[config.mk]
export PLATFORM = sky130hd
export DESIGN_NAME = counter_display_top
export DESIGN_NICKNAME = d
export VERILOG_FILES = /design/src/common/counter_display_pkg.sv /design/src/verilog/key_counter.sv /design/src/notation/seq_divider.sv /design/src/notation/decimal_converter.sv /design/src/verilog/seven_seg_decoder.sv /design/src/verilog/counter_display_top.sv
export SDC_FILE = /design/constraint.sdc
export NUM_CORES = 1
export LEC_CHECK = 0
export BUFFER_PORTS_ARGS = -buffer_cell sky130_fd_sc_hd__buf_2
export CAP_MARGIN = 25
export CORE_MARGIN = 2
export CORE_UTILIZATION = 50
export CTS_CLUSTER_DIAMETER = 100
export DETAILED_ROUTE_END_ITERATION = 6
export GPL_TIMING_DRIVEN = 0
export PLACE_DENSITY = 0.79
export SYNTH_ARGS = -nofsm -noshare
export SYNTH_HDL_FRONTEND = slang
export SYNTH_HIERARCHICAL = 1
export SYNTH_SLANG_ARGS = --single-unit
[constraint.sdc]
create_clock -name clk -period 4.27 [get_ports clk]
set_clock_uncertainty 0.15 [all_clocks]
set_input_delay 0.2135 -clock clk [delete_from_list [all_inputs] [get_ports clk]]
set_output_delay 0.2135 -clock clk [all_outputs]
set_load 0.02 [all_outputs]
[src/common/counter_display_pkg.sv]
package counter_display_pkg;

  // ------------------------------
  // Display geometry
  // ------------------------------

  // One decimal (or up to hex) digit
  localparam int digit_width = 4;

  // Segments per display, decimal point not driven
  localparam int seg_width = 7;

  // Segment word, active low
  //      0
  //    5   1
  //      6
  //    4   2
  //      3
  // Bit 0 top, 1..5 clockwise, 6 middle
  typedef logic [seg_width-1:0] seg_t;

  // ------------------------------
  // Top-level defaults
  // ------------------------------

  // Counter width, wraps at 256
  localparam int default_count_width = 8;

  // Three displays cover 0..255 in decimal
  localparam int default_num_digits = 3;

  // Conversion base, at most 16 with 4-bit digits
  localparam int default_base = 10;

endpackage

[src/verilog/key_counter.sv]
`timescale 1ns/1ns

module key_counter #(
  parameter int count_width = counter_display_pkg::default_count_width
) (
  input  logic                   clk,
  input  logic                   reset,
  input  logic [1:0]             keys,   // Active low, 0 up, 1 down
  output logic [count_width-1:0] count
);

  // ------------------------------
  // Key synchroniser
  // ------------------------------

  logic [1:0] key_meta;  // First flop, may go metastable
  logic [1:0] key_sync;  // Second flop, safe level
  logic [1:0] key_prev;  // Last cycle's synced level
  logic [1:0] press;     // One-cycle press strobes
  logic       step_up;
  logic       step_down;

  always_ff @(posedge clk) begin
    if (reset) begin
      key_meta <= 2'b11;  // Released keys read high
      key_sync <= 2'b11;
      key_prev <= 2'b11;
    end else begin
      key_meta <= keys;
      key_sync <= key_meta;
      key_prev <= key_sync;
    end
  end

  // Press is a high-to-low transition of the synced level
  assign press = key_prev & ~key_sync;

  assign step_up   = press[0];
  assign step_down = press[1];

  // ------------------------------
  // Up/down count
  // ------------------------------

  always_ff @(posedge clk) begin
    if (reset) begin
      count <= '0;
    end else if (step_up) begin         // Up wins on a tie
      count <= count + 1'b1;            // Wraps to zero
    end else if (step_down) begin
      count <= count - 1'b1;            // Wraps to all ones
    end
  end

endmodule

[src/notation/seq_divider.sv]
`timescale 1ns/1ns

module seq_divider #(
  parameter int count_width = counter_display_pkg::default_count_width,
  parameter int base        = counter_display_pkg::default_base
) (
  input  logic                   clk,
  input  logic                   reset,
  input  logic                   start,      // Held high for the whole division
  input  logic [count_width-1:0] dividend,
  output logic                   done,       // High until start drops
  output logic [count_width-1:0] quotient,
  output logic [count_width-1:0] remainder
);

  // Remainder half must hold +-2*base as a signed value
  localparam int rem_width  = (count_width > $clog2(base) + 2) ? count_width : $clog2(base) + 2;
  localparam int acc_width  = rem_width + count_width;
  localparam int step_width = $clog2(count_width + 1);
  localparam logic [rem_width-1:0] divisor = rem_width'(base);

  logic [acc_width-1:0]  acc;          // Partial remainder : dividend bits
  logic [step_width-1:0] steps;        // Steps left, 0 when idle
  logic [acc_width-1:0]  acc_shifted;
  logic [rem_width-1:0]  rem_shifted;
  logic [rem_width-1:0]  rem_step;     // After add or subtract
  logic [rem_width-1:0]  rem_fixed;    // After final correction
  logic                  q_bit;

  // ------------------------------
  // One non-restoring step
  // ------------------------------

  assign acc_shifted = acc << 1;
  assign rem_shifted = acc_shifted[acc_width-1 -: rem_width];

  // Negative partial remainder adds the divisor back, else subtract
  assign rem_step  = rem_shifted[rem_width-1] ? rem_shifted + divisor : rem_shifted - divisor;
  assign rem_fixed = rem_step[rem_width-1] ? rem_step + divisor : rem_step;
  assign q_bit     = ~rem_step[rem_width-1];  // Non-negative result gives a one

  assign remainder = acc[count_width +: count_width];  // Never wider than the dividend

  // Control
  always_ff @(posedge clk) begin
    if (reset) begin
      done  <= 1'b0;
      steps <= '0;
    end else if (!start) begin
      done  <= 1'b0;                    // Drop of start clears the result flag
      steps <= '0;
    end else if (!done) begin
      if (steps == '0) begin
        steps <= step_width'(count_width);  // Load cycle
      end else begin
        steps <= steps - 1'b1;
        if (steps == step_width'(1)) begin
          done <= 1'b1;
        end
      end
    end
  end

  // Datapath
  always_ff @(posedge clk) begin
    if (start && !done) begin
      if (steps == '0) begin
        acc <= {{rem_width{1'b0}}, dividend};
      end else begin
        if (steps == step_width'(1)) begin
          acc <= {rem_fixed, acc_shifted[count_width-1:0]};  // Last step corrects
        end else begin
          acc <= {rem_step, acc_shifted[count_width-1:0]};
        end
        quotient <= {quotient[count_width-2:0], q_bit};
      end
    end
  end

endmodule

[src/notation/decimal_converter.sv]
`timescale 1ns/1ns

module decimal_converter #(
  parameter int count_width = counter_display_pkg::default_count_width,
  parameter int num_digits  = counter_display_pkg::default_num_digits,
  parameter int base        = counter_display_pkg::default_base
) (
  input  logic                                              clk,
  input  logic                                              reset,
  input  logic [count_width-1:0]                            number,
  output logic [num_digits*counter_display_pkg::digit_width-1:0] digits  // Digit 0 in low bits
);

  import counter_display_pkg::*;

  localparam int idx_width = (num_digits > 1) ? $clog2(num_digits) : 1;

  // ------------------------------
  // FSM encoding
  // ------------------------------
  localparam logic [1:0] st_load    = 2'd0;  // Sample number
  localparam logic [1:0] st_divide  = 2'd1;  // Divider busy
  localparam logic [1:0] st_wait    = 2'd2;  // Let done fall
  localparam logic [1:0] st_publish = 2'd3;  // Copy digits out

  logic [1:0]             state;
  logic [idx_width-1:0]   idx;                      // Digit being produced
  logic                   start;                    // Level to the divider
  logic                   div_done;
  logic [count_width-1:0] current;                  // Running dividend
  logic [count_width-1:0] quotient;
  logic [count_width-1:0] remainder;
  logic [digit_width-1:0] work [num_digits];        // Digits of this pass

  seq_divider #(
    .count_width (count_width),
    .base        (base)
  ) divider_i (
    .clk       (clk),
    .reset     (reset),
    .start     (start),
    .dividend  (current),
    .done      (div_done),
    .quotient  (quotient),
    .remainder (remainder)
  );

  // Control and published digits
  always_ff @(posedge clk) begin
    if (reset) begin
      state  <= st_load;
      idx    <= '0;
      start  <= 1'b0;
      digits <= '0;
    end else begin
      case (state)
        st_load: begin
          idx   <= '0;
          start <= 1'b1;
          state <= st_divide;
        end
        st_divide: begin
          if (div_done) begin
            start <= 1'b0;  // Only dropped once the result is in
            state <= st_wait;
          end
        end
        st_wait: begin
          if (idx == idx_width'(num_digits - 1)) begin
            state <= st_publish;
          end else begin
            idx   <= idx + 1'b1;
            start <= 1'b1;  // Divider saw start low last edge, so it reloads
            state <= st_divide;
          end
        end
        default: begin  // st_publish
          for (int i = 0; i < num_digits; i++) begin
            digits[i*digit_width +: digit_width] <= work[i];
          end
          state <= st_load;  // Free-running, start over
        end
      endcase
    end
  end

  // Working dividend and digit array
  always_ff @(posedge clk) begin
    if (state == st_load) begin
      current <= number;
    end else if (state == st_divide && div_done) begin
      work[idx] <= digit_width'(remainder);  // Remainder is below base
      current   <= quotient;                 // Next dividend
    end
  end

endmodule

[src/verilog/seven_seg_decoder.sv]
`timescale 1ns/1ns

module seven_seg_decoder (
  input  logic [counter_display_pkg::digit_width-1:0] digit,
  output counter_display_pkg::seg_t                   seg    // Active low
);

  import counter_display_pkg::*;

  seg_t lit;  // Active-high pattern, bit order 6543210

  // ------------------------------
  // Hex lookup table
  // ------------------------------
  always_comb begin
    case (digit)
      4'h0:    lit = 7'b0111111;
      4'h1:    lit = 7'b0000110;
      4'h2:    lit = 7'b1011011;
      4'h3:    lit = 7'b1001111;
      4'h4:    lit = 7'b1100110;
      4'h5:    lit = 7'b1101101;
      4'h6:    lit = 7'b1111101;
      4'h7:    lit = 7'b0000111;
      4'h8:    lit = 7'b1111111;
      4'h9:    lit = 7'b1101111;
      4'ha:    lit = 7'b1110111;  // A
      4'hb:    lit = 7'b1111100;  // b, lower case
      4'hc:    lit = 7'b0111001;  // C
      4'hd:    lit = 7'b1011110;  // d, lower case
      4'he:    lit = 7'b1111001;  // E
      default: lit = 7'b1110001;  // F
    endcase
  end

  // Board displays light on a low level
  assign seg = ~lit;

endmodule

[src/verilog/counter_display_top.sv]
`timescale 1ns/1ns

module counter_display_top #(
  parameter int count_width = counter_display_pkg::default_count_width,
  parameter int num_digits  = counter_display_pkg::default_num_digits,
  parameter int base        = counter_display_pkg::default_base
) (
  input  logic                                       clk,
  input  logic                                       reset,
  input  logic [1:0]                                 keys,   // Active low, 0 up, 1 down
  output logic [count_width-1:0]                     count,
  output counter_display_pkg::seg_t [num_digits-1:0] hex     // Digit 0 least significant
);

  import counter_display_pkg::*;

  logic [num_digits*digit_width-1:0] digits;  // Last complete conversion

  // ------------------------------
  // Counter and converter
  // ------------------------------

  key_counter #(
    .count_width (count_width)
  ) key_counter_i (
    .clk   (clk),
    .reset (reset),
    .keys  (keys),
    .count (count)
  );

  decimal_converter #(
    .count_width (count_width),
    .num_digits  (num_digits),
    .base        (base)
  ) converter_i (
    .clk    (clk),
    .reset  (reset),
    .number (count),
    .digits (digits)
  );

  // One decoder per display
  for (genvar g = 0; g < num_digits; g++) begin : gen_display
    seven_seg_decoder decoder_i (
      .digit (digits[g*digit_width +: digit_width]),
      .seg   (hex[g])
    );
  end

endmodule

==> impl_metrics.ini <==
[grt]
track_usage_pct = 17.3
antenna_found_initial = 0
grt_max_degree = 16
grt_pass1_wl_um = 14000
overflow = 0
grt_pass1_vias = 3032

[floorplanning]
fp.dieW_um = 100
core_um2 = 9060
start_util_pct = 50.8
io_pins = 33
dieArea_um2 = 10000
die_h_um = 100
std_cell_rows = 35

[sta]
post-route-period-util_pct = 61.2
worst_pin_slew_ns = 0.800
report.final.slew_viol_count = 0
whs_ns = 0.0475
relSlewSlack_pct = 46.7
rsz0062_at_grt = false
setup_tns_ns = 0
min_period_ns = 2.61
finalHoldViolCount = 0
setup_slack_ns = 1.66
setup_violations = 0
fmaxAchievable_ghz = 0.383

[power_and_ir_drop]
netSwitchingPower_uw = 484
switching_share_pct = 28.3
ir_worst_vdd_uv = 339
p_leak_nw = 2.06
p_total_mw = 1.71
internal_power_mw = 1.23
seqPwrFrac_pct = 50.6
combPwrFrac_pct = 16.9
p_clk_share_pct = 32.5
p_per_area_nw_per_um2 = 333

[final_layout]
drive_above_1_share_pct = 28.3
nets = 501
fin_util_pct = 56.6
finish.instance_area_um2 = 5130
syn_to_final_growth_pct = 11.5
layoutNonFillerInstCount = 578
insertedDiodeCount = 0

[synth]
syn_inst = 416
ys_warn_count = 6
syn_area_um2 = 4610
avgSynthCellArea_um2 = 11.1
synth_fp_nets = 455

[worst_setup_path]
r2r_end = converter_i/divider_i/acc[13]
slowest_stage = fa_1
startpoint = converter_i/divider_i/acc[8]
crit_required_ns = 4.23
worstSetupPathType = reg2reg
path_cells = fa_1 > a211oi_4 > o21bai_2 > a21o_1 > nand2b_1 > mux2_4
slowest_delay_ns = 0.53
reg2reg_from = converter_i/divider_i/acc[8]
r2r_slack_ns = 1.66
end_kind = flop
cp_max_fo = 5
crit_end = converter_i/divider_i/acc[13]
startpoint_type = flop
reg2regPathDepth = 6
crit_arrival_ns = 2.57

[cts]
cts_tree = built
cts.sink_count = 79
cts_buffer_depth = 2
cts.repair.resized = 0
ctsRootBufferMaster = clkbuf_8
cts_setup_buffers = 0
clk_latency_ns = 0.35
cts_made_buffers = 9
htree_levels = 3
clkTransAtPathRegs_ns = 0.09

[detailed_routing]
ant_nets = 0
dr_wl_met3_um = 223
wl_met2_um = 4130
vias = 3206
wl_um = 8200
drc = 0
drt-initial-drc-count = 102
first_pass_iters = 4
avgViaCountPerCell = 5.55
routed.top_layer = met4
wl_met1_um = 3750
wl_per_cell_um = 14.2

[run_status]
status = finished clean

[job]
max_cap_violations = 0

[placement]
place_ws_ns = 1.71
place_congestion = 0.821
port_buffers = 32
hpwl_um = 6040
placed_cell_area_um2 = 4920
placed_cells = 560

[min_path]
hp-class = in2reg
[layer usage]
metal | global-route usage [%] | vias to the layer above
met4 | 6.01 | 0
met2 | 30.9 | 46
met5 | 0 | -
met1 | 21.6 | 1555
met3 | 2.30 | 7
li1 | - | 1598
[worst min-delay path by stage]
stage                     slack, ns                         to  cells past startpoint                 startpoint
after floorplan                0.17  key_counter_i/key_meta[0]                      1                    keys[0]
after global placement         0.24  key_counter_i/key_sync[1]                      1  key_counter_i/key_meta[1]
after detailed placement       0.25  key_counter_i/key_meta[0]                      2                    keys[0]
after CTS                      0.04  key_counter_i/key_meta[0]                      2                      reset
after global routing           0.07  key_counter_i/key_sync[1]                      2                      reset
final                          0.05  key_counter_i/key_meta[0]                      2                      reset
[power groups by stage]
stage / sequential (mW) / clock, mW / combinational, mW
after global placement: 0.883 / 0 / 0.274
after floorplan: 0.888 / 0 / 0.219
after global routing: 0.871 / 0.591 / 0.320
after CTS: 0.867 / 0.568 / 0.290
final: 0.866 / 0.556 / 0.290
after detailed placement: 0.884 / 0 / 0.285
[cell usage in the layout, fill, tap and decap left out, types with 3 or more instances in the layout]
| cell type | count |
|---|---|
| a211oi_1 | 5 |
| a211oi_2 | 3 |
| a21bo_2 | 11 |
| a21o_1 | 3 |
| a21oi_1 | 23 |
| a22o_1 | 6 |
| a31oi_1 | 4 |
| a32o_1 | 3 |
| and2_1 | 4 |
| buf_2 | 45 |
| buf_4 | 5 |
| buf_6 | 6 |
| clkbuf_8 | 9 |
| dfxtp_1 | 36 |
| edfxtp_1 | 43 |
| ha_1 | 33 |
| inv_1 | 16 |
| mux2_2 | 15 |
| mux2i_1 | 8 |
| nand2_1 | 21 |
| nand2b_1 | 9 |
| nand3_1 | 14 |
| nand3b_1 | 5 |
| nor2_1 | 30 |
| nor2_2 | 3 |
| nor2b_1 | 13 |
| nor3_1 | 7 |
| o21ai_0 | 5 |
| o21ai_1 | 5 |
| o32ai_1 | 3 |
| or2_2 | 6 |
| or3b_1 | 3 |
| xnor2_1 | 7 |
[timing repair]
| item | 4_1_cts | 5_1_grt |
|---|---|---|
| endpoints found under the setup margin | 0 | 0 |
| hold buffers | 2 | 0 |
| endpoints found under the hold margin | 2 | 0 |
[state kept, by name, indices dropped and copies added, names as in the netlist]
name,flops
converter_i/work,12
key_counter_i/count,8
converter_i/idx,2
converter_i/divider_i/quotient,8
key_counter_i/key_sync,2
key_counter_i/key_prev,2
converter_i/digits,12
key_counter_i/key_meta,2
converter_i/start,1
converter_i/state,2
converter_i/divider_i/done,1
converter_i/current,8
converter_i/divider_i/steps,4
converter_i/divider_i/acc,15
[layout make-up]
cell class                 count  area (um^2)
multi-input combinational    295         2360
tap                          111          139
fill                         750         3930
clock inverter                 6         50.0
sequential                    79         2010
timing repair buffer          35          191
inverter                      17         63.8
buffer                        25          166
clock buffer                  10          149
[worst max-delay path, delay by kind of cell, from the launching register on]
kind            cells  cell delay, ns
compound gates      3            0.72
fa+ha+maj           1            0.53
flops               1            0.50
mux                 1            0.30
simple gates        1            0.16
Power figures use the tool's default switching activity.
